==> src/rtl/mem_bridge_pkg.sv <==
`default_nettype none

package mem_bridge_pkg;

    localparam int ADDR_W = 32;
    localparam int DATA_W = 32;
    localparam int STRB_W = DATA_W / 8;
    localparam int ID_W   = 4;
    localparam int SIZE_W = 2;

    localparam int AXI_LEN_W   = 4; // AXI3 length field
    localparam int AXI_SIZE_W  = 3;
    localparam int AXI_BURST_W = 2;
    localparam int AXI_LOCK_W  = 2;
    localparam int AXI_CACHE_W = 4;
    localparam int AXI_PROT_W  = 3;
    localparam int AXI_RESP_W  = 2;

    // byte count codes shared by the CPU port and the AXI size field
    localparam logic [SIZE_W-1:0] SIZE_BYTE = 2'd0;
    localparam logic [SIZE_W-1:0] SIZE_HALF = 2'd1;
    localparam logic [SIZE_W-1:0] SIZE_WORD = 2'd2;

    localparam logic [ID_W-1:0] ID_INST = 4'd0; // instruction fetches
    localparam logic [ID_W-1:0] ID_DATA = 4'd1; // loads and stores

    localparam logic [AXI_LEN_W-1:0]   AXI_LEN_SINGLE = 4'd0; // one beat per transfer
    localparam logic [AXI_BURST_W-1:0] AXI_BURST_INCR = 2'b01;
    localparam logic [AXI_CACHE_W-1:0] AXI_CACHE_NONE = 4'b0000;
    localparam logic [AXI_PROT_W-1:0]  AXI_PROT_NONE  = 3'b000;
    localparam logic [AXI_LOCK_W-1:0]  AXI_LOCK_NONE  = 2'b00;

endpackage

`default_nettype wire
==> src/rtl/mem_req_if.sv <==
`timescale 1ns/100ps
`default_nettype none

// one accepted CPU access on its way from the arbiter to an AXI engine
interface mem_req_if
    import mem_bridge_pkg::*;
();

    logic              valid; // single cycle, only while busy is low
    logic [ID_W-1:0]   id;
    logic [SIZE_W-1:0] size;
    logic [ADDR_W-1:0] addr;
    logic [DATA_W-1:0] wdata;
    logic              busy;  // engine owns a transaction

    modport arbiter (
        output valid,
        output id,
        output size,
        output addr,
        output wdata,
        input  busy
    );

    modport chan (
        input  valid,
        input  id,
        input  size,
        input  addr,
        input  wdata,
        output busy
    );

endinterface

`default_nettype wire

==> src/rtl/mem_bridge_top.sv <==
`timescale 1ns/100ps
`default_nettype none

module mem_bridge_top
    import mem_bridge_pkg::*;
(
    input  wire                    Clk,
    input  wire                    aresetn,

    input  wire                    inst_req_i,
    input  wire  [ADDR_W-1:0]      inst_addr_i,
    output logic                   inst_addr_ok_o,
    output logic                   inst_data_ok_o,
    output logic [DATA_W-1:0]      inst_rdata_o,

    input  wire                    data_req_i,
    input  wire                    data_wr_i,
    input  wire  [SIZE_W-1:0]      data_size_i,
    input  wire  [ADDR_W-1:0]      data_addr_i,
    input  wire  [DATA_W-1:0]      data_wdata_i,
    output logic                   data_addr_ok_o,
    output logic                   data_data_ok_o,
    output logic [DATA_W-1:0]      data_rdata_o,

    output logic [ID_W-1:0]        arid_o,
    output logic [ADDR_W-1:0]      araddr_o,
    output logic [AXI_LEN_W-1:0]   arlen_o,
    output logic [AXI_SIZE_W-1:0]  arsize_o,
    output logic [AXI_BURST_W-1:0] arburst_o,
    output logic [AXI_LOCK_W-1:0]  arlock_o,
    output logic [AXI_CACHE_W-1:0] arcache_o,
    output logic [AXI_PROT_W-1:0]  arprot_o,
    output logic                   arvalid_o,
    input  wire                    arready_i,

    input  wire  [ID_W-1:0]        rid_i,
    input  wire  [DATA_W-1:0]      rdata_i,
    input  wire  [AXI_RESP_W-1:0]  rresp_i,
    input  wire                    rlast_i,
    input  wire                    rvalid_i,
    output logic                   rready_o,

    output logic [ID_W-1:0]        awid_o,
    output logic [ADDR_W-1:0]      awaddr_o,
    output logic [AXI_LEN_W-1:0]   awlen_o,
    output logic [AXI_SIZE_W-1:0]  awsize_o,
    output logic [AXI_BURST_W-1:0] awburst_o,
    output logic [AXI_LOCK_W-1:0]  awlock_o,
    output logic [AXI_CACHE_W-1:0] awcache_o,
    output logic [AXI_PROT_W-1:0]  awprot_o,
    output logic                   awvalid_o,
    input  wire                    awready_i,

    output logic [ID_W-1:0]        wid_o,
    output logic [DATA_W-1:0]      wdata_o,
    output logic [STRB_W-1:0]      wstrb_o,
    output logic                   wlast_o,
    output logic                   wvalid_o,
    input  wire                    wready_i,

    input  wire  [ID_W-1:0]        bid_i,
    input  wire  [AXI_RESP_W-1:0]  bresp_i,
    input  wire                    bvalid_i,
    output logic                   bready_o
);

    logic              rd_done;
    logic [ID_W-1:0]   rd_id;
    logic [DATA_W-1:0] rd_data;
    logic              wr_done;
    logic [SIZE_W-1:0] ar_size;
    logic [SIZE_W-1:0] aw_size;

    mem_req_if rd_req ();
    mem_req_if wr_req ();

    req_arbiter u_arbiter (
        .Clk            (Clk),
        .aresetn        (aresetn),
        .inst_req_i     (inst_req_i),
        .inst_addr_i    (inst_addr_i),
        .inst_addr_ok_o (inst_addr_ok_o),
        .inst_data_ok_o (inst_data_ok_o),
        .inst_rdata_o   (inst_rdata_o),
        .data_req_i     (data_req_i),
        .data_wr_i      (data_wr_i),
        .data_size_i    (data_size_i),
        .data_addr_i    (data_addr_i),
        .data_wdata_i   (data_wdata_i),
        .data_addr_ok_o (data_addr_ok_o),
        .data_data_ok_o (data_data_ok_o),
        .data_rdata_o   (data_rdata_o),
        .rd_req         (rd_req.arbiter),
        .wr_req         (wr_req.arbiter),
        .rd_done_i      (rd_done),
        .rd_id_i        (rd_id),
        .rd_data_i      (rd_data),
        .wr_done_i      (wr_done)
    );

    axi_rd_channel u_rd_channel (
        .Clk       (Clk),
        .aresetn   (aresetn),
        .req       (rd_req.chan),
        .arid_o    (arid_o),
        .araddr_o  (araddr_o),
        .arsize_o  (ar_size),
        .arvalid_o (arvalid_o),
        .arready_i (arready_i),
        .rid_i     (rid_i),
        .rdata_i   (rdata_i),
        .rvalid_i  (rvalid_i),
        .rready_o  (rready_o),
        .rd_done_o (rd_done),
        .rd_id_o   (rd_id),
        .rd_data_o (rd_data)
    );

    axi_wr_channel u_wr_channel (
        .Clk       (Clk),
        .aresetn   (aresetn),
        .req       (wr_req.chan),
        .awid_o    (awid_o),
        .awaddr_o  (awaddr_o),
        .awsize_o  (aw_size),
        .awvalid_o (awvalid_o),
        .awready_i (awready_i),
        .wdata_o   (wdata_o),
        .wstrb_o   (wstrb_o),
        .wvalid_o  (wvalid_o),
        .wready_i  (wready_i),
        .bvalid_i  (bvalid_i),
        .bready_o  (bready_o),
        .wr_done_o (wr_done)
    );

    // every transfer is a single beat, so the burst fields never change
    assign arsize_o  = {{(AXI_SIZE_W-SIZE_W){1'b0}}, ar_size};
    assign arlen_o   = AXI_LEN_SINGLE;
    assign arburst_o = AXI_BURST_INCR;
    assign arlock_o  = AXI_LOCK_NONE;
    assign arcache_o = AXI_CACHE_NONE;
    assign arprot_o  = AXI_PROT_NONE;

    assign awsize_o  = {{(AXI_SIZE_W-SIZE_W){1'b0}}, aw_size};
    assign awlen_o   = AXI_LEN_SINGLE;
    assign awburst_o = AXI_BURST_INCR;
    assign awlock_o  = AXI_LOCK_NONE;
    assign awcache_o = AXI_CACHE_NONE;
    assign awprot_o  = AXI_PROT_NONE;

    assign wid_o   = awid_o; // AXI3 write data carries the address id
    assign wlast_o = 1'b1;

endmodule

`default_nettype wire

==> src/rtl/axi_wr_channel.sv <==
`timescale 1ns/100ps
`default_nettype none

module axi_wr_channel
    import mem_bridge_pkg::*;
(
    input  wire               Clk,
    input  wire               aresetn,

    mem_req_if.chan           req,

    output logic [ID_W-1:0]   awid_o,
    output logic [ADDR_W-1:0] awaddr_o,
    output logic [SIZE_W-1:0] awsize_o,
    output logic              awvalid_o,
    input  wire               awready_i,

    output logic [DATA_W-1:0] wdata_o,
    output logic [STRB_W-1:0] wstrb_o,
    output logic              wvalid_o,
    input  wire               wready_i,

    input  wire               bvalid_i,
    output logic              bready_o,

    output logic              wr_done_o
);

    logic [STRB_W-1:0] strb_next;
    logic              aw_clear;
    logic              w_clear;

    // byte lanes follow the low address bits
    always_comb begin
        case (req.size)
            SIZE_BYTE: strb_next = 4'b0001 << req.addr[1:0];
            SIZE_HALF: strb_next = req.addr[1] ? 4'b1100 : 4'b0011;
            default:   strb_next = 4'b1111;
        endcase
    end

    // true once that channel has nothing left to hand over
    assign aw_clear = !awvalid_o || awready_i;
    assign w_clear  = !wvalid_o || wready_i;

    always_ff @(posedge Clk) begin
        if (!aresetn) begin
            awvalid_o <= 1'b0;
            wvalid_o  <= 1'b0;
            bready_o  <= 1'b0;
            wr_done_o <= 1'b0;
        end else begin
            wr_done_o <= 1'b0;
            if (req.valid) begin
                awvalid_o <= 1'b1;
                wvalid_o  <= 1'b1;
            end else begin
                if (awvalid_o && awready_i) begin
                    awvalid_o <= 1'b0;
                end
                if (wvalid_o && wready_i) begin
                    wvalid_o <= 1'b0;
                end
                if ((awvalid_o || wvalid_o) && aw_clear && w_clear) begin
                    bready_o <= 1'b1; // AW and W may finish in either order
                end
                if (bready_o && bvalid_i) begin
                    bready_o  <= 1'b0;
                    wr_done_o <= 1'b1;
                end
            end
        end
    end

    always_ff @(posedge Clk) begin
        if (req.valid) begin
            awid_o   <= req.id;
            awaddr_o <= req.addr;
            awsize_o <= req.size;
            wdata_o  <= req.wdata; // bytes arrive already replicated across lanes
            wstrb_o  <= strb_next;
        end
    end

    assign req.busy = awvalid_o || wvalid_o || bready_o;

endmodule

`default_nettype wire

==> src/rtl/axi_rd_channel.sv <==
`timescale 1ns/100ps
`default_nettype none

module axi_rd_channel
    import mem_bridge_pkg::*;
(
    input  wire               Clk,
    input  wire               aresetn,

    mem_req_if.chan           req,

    output logic [ID_W-1:0]   arid_o,
    output logic [ADDR_W-1:0] araddr_o,
    output logic [SIZE_W-1:0] arsize_o,
    output logic              arvalid_o,
    input  wire               arready_i,

    input  wire  [ID_W-1:0]   rid_i,
    input  wire  [DATA_W-1:0] rdata_i,
    input  wire               rvalid_i,
    output logic              rready_o,

    output logic              rd_done_o,
    output logic [ID_W-1:0]   rd_id_o,
    output logic [DATA_W-1:0] rd_data_o
);

    // idle when neither flag is set, address phase on arvalid, data phase on rready
    always_ff @(posedge Clk) begin
        if (!aresetn) begin
            arvalid_o <= 1'b0;
            rready_o  <= 1'b0;
            rd_done_o <= 1'b0;
        end else begin
            rd_done_o <= 1'b0;
            if (req.valid) begin
                arvalid_o <= 1'b1;
            end else if (arvalid_o && arready_i) begin
                arvalid_o <= 1'b0;
                rready_o  <= 1'b1;
            end else if (rready_o && rvalid_i) begin
                rready_o  <= 1'b0;
                rd_done_o <= 1'b1;
            end
        end
    end

    always_ff @(posedge Clk) begin
        if (req.valid) begin
            arid_o   <= req.id;
            araddr_o <= req.addr;
            arsize_o <= req.size;
        end
        if (rready_o && rvalid_i) begin
            rd_id_o   <= rid_i;
            rd_data_o <= rdata_i;
        end
    end

    assign req.busy = arvalid_o || rready_o;

endmodule

`default_nettype wire

==> src/rtl/req_arbiter.sv <==
`timescale 1ns/100ps
`default_nettype none

module req_arbiter
    import mem_bridge_pkg::*;
(
    input  wire               Clk,
    input  wire               aresetn,

    input  wire               inst_req_i,
    input  wire  [ADDR_W-1:0] inst_addr_i,
    output logic              inst_addr_ok_o,
    output logic              inst_data_ok_o,
    output logic [DATA_W-1:0] inst_rdata_o,

    input  wire               data_req_i,
    input  wire               data_wr_i,
    input  wire  [SIZE_W-1:0] data_size_i,
    input  wire  [ADDR_W-1:0] data_addr_i,
    input  wire  [DATA_W-1:0] data_wdata_i,
    output logic              data_addr_ok_o,
    output logic              data_data_ok_o,
    output logic [DATA_W-1:0] data_rdata_o,

    mem_req_if.arbiter        rd_req,
    mem_req_if.arbiter        wr_req,

    input  wire               rd_done_i,
    input  wire  [ID_W-1:0]   rd_id_i,
    input  wire  [DATA_W-1:0] rd_data_i,
    input  wire               wr_done_i
);

    logic inst_pending;
    logic data_pending;
    logic inst_done;
    logic data_done;
    logic inst_free;
    logic data_free;
    logic data_rd_accept;
    logic data_wr_accept;
    logic inst_accept;

    assign inst_done = rd_done_i && (rd_id_i == ID_INST);
    assign data_done = (rd_done_i && (rd_id_i == ID_DATA)) || wr_done_i;

    // a finishing access frees its port in the same cycle
    assign inst_free = !inst_pending || inst_done;
    assign data_free = !data_pending || data_done;

    assign data_rd_accept = data_req_i && !data_wr_i && data_free && !rd_req.busy;
    assign data_wr_accept = data_req_i && data_wr_i && data_free && !wr_req.busy;
    assign inst_accept    = inst_req_i && inst_free && !rd_req.busy && !data_rd_accept; // loads win

    assign inst_addr_ok_o = inst_accept;
    assign data_addr_ok_o = data_rd_accept || data_wr_accept;

    assign rd_req.valid = inst_accept || data_rd_accept;
    assign rd_req.id    = data_rd_accept ? ID_DATA : ID_INST;
    assign rd_req.size  = data_rd_accept ? data_size_i : SIZE_WORD;
    assign rd_req.addr  = data_rd_accept ? data_addr_i : inst_addr_i;
    assign rd_req.wdata = data_wdata_i;

    assign wr_req.valid = data_wr_accept;
    assign wr_req.id    = ID_DATA;
    assign wr_req.size  = data_size_i;
    assign wr_req.addr  = data_addr_i;
    assign wr_req.wdata = data_wdata_i;

    // the read id tells which port the returning word belongs to
    assign inst_data_ok_o = inst_done;
    assign inst_rdata_o   = rd_data_i;
    assign data_data_ok_o = data_done;
    assign data_rdata_o   = rd_data_i;

    always_ff @(posedge Clk) begin
        if (!aresetn) begin
            inst_pending <= 1'b0;
            data_pending <= 1'b0;
        end else begin
            if (inst_accept) begin
                inst_pending <= 1'b1;
            end else if (inst_done) begin
                inst_pending <= 1'b0;
            end
            if (data_rd_accept || data_wr_accept) begin
                data_pending <= 1'b1;
            end else if (data_done) begin
                data_pending <= 1'b0;
            end
        end
    end

endmodule

`default_nettype wire

==> config.mk <==
export PLATFORM = sky130hd
export DESIGN_NAME = mem_bridge_top
export DESIGN_NICKNAME = d
export VERILOG_FILES = /design/src/rtl/mem_bridge_pkg.sv /design/src/rtl/mem_req_if.sv /design/src/rtl/mem_bridge_top.sv /design/src/rtl/axi_wr_channel.sv /design/src/rtl/axi_rd_channel.sv /design/src/rtl/req_arbiter.sv
export SDC_FILE = /design/constraint.sdc
export NUM_CORES = 1
export LEC_CHECK = 0
export BUFFER_PORTS_ARGS = -buffer_cell sky130_fd_sc_hd__buf_4
export CORE_MARGIN = 2
export CORE_UTILIZATION = 30
export DETAILED_ROUTE_END_ITERATION = 12
export PLACE_DENSITY_LB_ADDON = 0.15
export SETUP_SLACK_MARGIN = 0.1
export SLEW_MARGIN = 20
export SYNTH_ARGS = -nofsm -noshare
export SYNTH_HDL_FRONTEND = slang
export SYNTH_HIERARCHICAL = 1
export SYNTH_SLANG_ARGS = --single-unit
==> constraint.sdc <==
create_clock -name Clk -period 9.61 [get_ports Clk]
set_clock_uncertainty 0.15 [all_clocks]
set_input_delay 2.883 -clock Clk [delete_from_list [all_inputs] [get_ports Clk]]
set_output_delay 2.883 -clock Clk [all_outputs]
set_load 0.05 [all_outputs]
# Word-level counts from Yosys, hierarchy flattened

Index checks and enable logic that the tools add are counted.

Memories kept: 0
Latch bits: 0
Bits in read-only memories: 0
Word-level logic and storage cells: 93
Output and inout bits: 222
Bits in registers: 153
Input bits: 153
RAM bits: 0

Bitwise gates (word level): 3
Shift operators: 1
Div/mod/pow operators: 0
$add $sub $neg: 0
Mux-type cells: 20
Equal/unequal tests: 2
Magnitude comparators: 0
$mul: 0
Reductions and logical operators: 49

Operators by type and width:

| cell                                                                   | number |
|---|---|
| 32-bit two-way mux                                                     | 1 |
| 1-bit logical AND                                                      | 18 |
| 1-bit two-way mux                                                      | 17 |
| 2-bit nonzero test                                                     | 7 |
| 1-bit logical OR                                                       | 10 |
| 1-bit zero test                                                        | 8 |
| 4-bit one-hot mux with 2 select lines                                  | 1 |
| 4-bit by 1-bit equality test with 1-bit output (second input constant) | 1 |
| 4-bit zero test                                                        | 1 |
| 4-bit two-way mux                                                      | 1 |
| 2-bit AND reduction                                                    | 2 |
| 1-bit by 2-bit left shift with 4-bit output (first input constant)     | 1 |
| 1-bit NOT                                                              | 3 |
| 3-bit OR reduction                                                     | 1 |
| 2-bit by 1-bit equality test with 1-bit output (second input constant) | 1 |
| 2-bit zero test                                                        | 1 |
| 2-bit OR reduction                                                     | 1 |

# Depth between registers and ports, before layout

Depth in word-level cells: 11
Depth in mapped cells: 7
Gate-level depth less buffers: 6

# Hierarchy

Netlist, hierarchy kept.

Modules (own cells, without submodules):

| module         | instances | area each (um^2) | cells each | seq. area each (um^2) |
|---|---|---|---|---|
| axi_wr_channel | 1         | 2,431.1          | 96         | 2,302.2 |
| axi_rd_channel | 1         | 2,346.0          | 87         | 2,282.2 |
| req_arbiter    | 1         | 1,896.8          | 234        | 40.0 |
| mem_bridge_top | 1         | 285.3            | 39         | 0.0 |

# Least setup slack after synthesis

No wires, ideal clock.

Kind: input to register
From: input port data_req_i
To: register u_wr_channel.bready_o
Data required time: 9,340 ps
Path buffers: 0
Data arrival time: 8,786 ps
Path slack: 554 ps
Library setup time: 120 ps
Cell stages on the path: 4
Path through: nand2_1 > nor3_1 > nor4_2 > o211a_1

Word-level cells in the longest chain between the ends: 5

RTL lines:

| item                                 | RTL line             | source |
|---|---|---|
| start, declared                      | mem_bridge_top.sv:16 | `input wire data_req_i,` |
| 1-bit logical AND (3 in series)      | req_arbiter.sv:52    | `assign data_wr_accept = data_req_i && data_wr_i && data_free && !wr_req.busy;` |
| named net wr_req.valid               | mem_req_if.sv:9      | `logic valid;` |
| 1-bit NOT (no source line)           | --                   |  |
| 2-bit AND reduction (no source line) | --                   |  |
| end signal, assigned                 | axi_wr_channel.sv:50 | `bready_o <= 1'b0;` |
| end signal, assigned                 | axi_wr_channel.sv:65 | `bready_o <= 1'b1;` |
| end signal, assigned                 | axi_wr_channel.sv:68 | `bready_o <= 1'b0;` |
| end, declared                        | axi_wr_channel.sv:24 | `output logic bready_o,` |

The timed path passes the listed nets, and every way through them passes these cells.
A chain may end at the register's enable or synchronous reset.

# Final worst setup path

From: input port data_wr_i
To: output port inst_addr_ok_o

Word-level cells in the longest chain between the ends: 6

RTL lines:

| item                            | RTL line             | source |
|---|---|---|
| start, declared                 | mem_bridge_top.sv:17 | `input wire data_wr_i,` |
| 1-bit zero test                 | req_arbiter.sv:51    | `assign data_rd_accept = data_req_i && !data_wr_i && data_free && !rd_req.busy;` |
| 1-bit logical AND (3 in series) | req_arbiter.sv:51    |  |
| 1-bit zero test                 | req_arbiter.sv:53    | `assign inst_accept = inst_req_i && inst_free && !rd_req.busy && !data_rd_accept;` |
| 1-bit logical AND               | req_arbiter.sv:53    |  |
| end, declared                   | mem_bridge_top.sv:12 | `output logic inst_addr_ok_o,` |

Every way passes these cells.

==> impl_metrics.env <==
export IMPL_status="completed"
export IMPL_startpoint_type="primary input"
export IMPL_grt_use_total_pct=12.82
export IMPL_min_from="u_rd_channel/arvalid_o"
export IMPL_critPathKind="primary input to output port"
export IMPL_cts_resized=0
export IMPL_hold_viol=0
export IMPL_ctsHoldBuffers=0
export IMPL_cts_inserted_buffers=17
export IMPL_grt_overflow_total=0
export IMPL_clk_latency_ps=410
export IMPL_cts_tree="built"
export IMPL_gp_congestion=0.7243
export IMPL_ir_worst_vdd_v=0.0001405
export IMPL_timing_rr_start="u_rd_channel/rd_id_o[3]"
export IMPL_drive_gt1_share_pct=62.00
export IMPL_grt_pass1_vias=3896
export IMPL_drt_initial_drc_count=112
export IMPL_crit_path_end_kind="output port"
export IMPL_antenna_found_initial=0
export IMPL_hold_depth=1
export IMPL_dp_hpwl_um=11670
export IMPL_area_growth_pct=33.63
export IMPL_period_minus_slack_ps=6824
export IMPL_power_leakage_nw=3.741
export IMPL_cts_clk_slew_worst_paths_ps=60
export IMPL_grt_max_degree=70
export IMPL_worstPathRequired_ps=6580
export IMPL_syn_inst=424
export IMPL_dp_cells=898
export IMPL_grt_pass1_wl_um=22570
export IMPL_holdWs_ps=367.7
export IMPL_coreArea_um2=21890
export IMPL_die_width_um=153.7
export IMPL_rsz0062_at_grt="false"
export IMPL_ioPinCount=375
export IMPL_power_density_nw_per_um2=207.9
export IMPL_cts_root_buf="clkbuf_16"
export IMPL_finalPower_mw=1.867
export IMPL_placed_area_um2=8384
export IMPL_n_antenna_cell=0
export IMPL_std_cell_rows=54
export IMPL_worst_slew_pin_transition_ps=983.9
export IMPL_cp_max_fo=4
export IMPL_routed_wl_um=15450
export IMPL_slew_headroom_pct=34.40
export IMPL_r2r_slack_ps=6540
export IMPL_setup_viol=0
export IMPL_route_detailed_drc=0
export IMPL_slew_viol_final=0
export IMPL_worst_r2r_cell_count=4
export IMPL_final_cell_area_um2=8979
export IMPL_dieArea_um2=23610
export IMPL_firstDrtPassIters=5
export IMPL_stdcell_count=930
export IMPL_clock_fmax_mhz=146.5
export IMPL_syn_area_um2=6719
export IMPL_floorplan_initialDensity_pct=30.69
export IMPL_finalSetupTns_ps=0
export IMPL_cts_setup_buffers=0
export IMPL_vias=3647
export IMPL_antenna_left=0
export IMPL_yosys_warnings=6
export IMPL_die_h_um=153.7
export IMPL_avgSynthCellArea_um2=15.85
export IMPL_hold_path_class="flip-flop to flip-flop"
export IMPL_clkSinkCount=157
export IMPL_r2r_end="u_wr_channel/awaddr_o[27]"
export IMPL_cts_max_level=4
export IMPL_timing_final_crit_share_pct=71.01
export IMPL_io_buffer_count=332
export IMPL_min_to="u_rd_channel/rd_done_o"
export IMPL_final_nets=790
export IMPL_routed_via_density=3.922
export IMPL_cap_violations=0
export IMPL_cp_arrival_ps=3790
export IMPL_clk_path_buf_depth=2
export IMPL_wl_per_cell_um=16.62
[worst max path at each step]
stage,start,to,slack [ps],cells after the start
finish,data_wr_i,inst_addr_ok_o,2790,6
global route,data_wr_i,inst_addr_ok_o,2730,6
CTS,data_wr_i,inst_addr_ok_o,2800,6
detailed placement,data_wr_i,inst_addr_ok_o,2800,6
global placement,data_wr_i,inst_addr_ok_o,2780,6
floorplan,data_req_i,u_wr_channel/bready_o,550,4
[stage by stage]
stage                     utilization, %  setup WS [ps]
after floorplan                        -          554.2
after global placement             38.30           2778
after detailed placement           38.30           2803
after CTS                          41.02           2797
after global routing               41.02           2728
final                              41.02           2786
[where the power goes]
part           internal, mW  switching (mW)  total [mW]
combinational         0.111           0.255       0.366
sequential            0.805          0.0146       0.820
clock                 0.408           0.274       0.681
total                  1.32           0.543        1.87
[worst max-delay path, cell delays in order]
cell,delay (ps)
buf_4,100
nand2b_1,180
nand2b_1,130
o2111ai_1,150
nor2b_1,150
buf_4,210
[registers in the layout (all words and copies together), names as in the netlist]
signal / count
u_rd_channel/araddr_o: 32
u_rd_channel/rd_data_o: 32
u_wr_channel/awaddr_o: 32
u_wr_channel/wdata_o: 32
u_rd_channel/arid_o: 4
u_rd_channel/rd_id_o: 4
u_wr_channel/awid_o: 4
u_wr_channel/wstrb_o: 4
u_rd_channel/arsize_o: 2
u_wr_channel/awsize_o: 2
u_arbiter/data_pending: 1
u_arbiter/inst_pending: 1
u_rd_channel/arvalid_o: 1
u_rd_channel/rd_done_o: 1
u_rd_channel/rready_o: 1
u_wr_channel/awvalid_o: 1
u_wr_channel/bready_o: 1
u_wr_channel/wr_done_o: 1
u_wr_channel/wvalid_o: 1
[placed cells by master, fill, tap and decap left out, types with 3 or more instances in the layout]
master / instances
buf_4: 336
bufinv_16: 3
clkbuf_16: 17
clkinv_1: 5
clkinv_4: 3
conb_1: 40
dfxtp_1: 9
edfxtp_1: 148
inv_1: 3
inv_6: 3
mux2_2: 31
nand2_1: 5
nand2b_1: 5
nor2_1: 4
nor2b_1: 5
o21a_1: 3
o21bai_1: 4
[area by class of cell]
cell class | instances | area, um^2
Clock buffer | 17 | 425.4
Clock inverter | 15 | 168.9
Fill cell | 2078 | 12910
Inverter | 3 | 11.26
Multi-Input combinational cell | 122 | 875.8
Sequential cell | 157 | 4624
Tap cell | 280 | 350.3
Timing Repair Buffer | 336 | 2522
[metal layers]
metal | up-vias | global-route usage, % | wire [um]
li1 | 1708 | - | -
met1 | 1710 | 12.86 | 5309
met2 | 213 | 22.73 | 8169
met3 | 16 | 5.919 | 1678
met4 | 0 | 5.679 | 295
met5 | - | 0 | 0
Note: power is estimated with default switching activity, not from simulation.
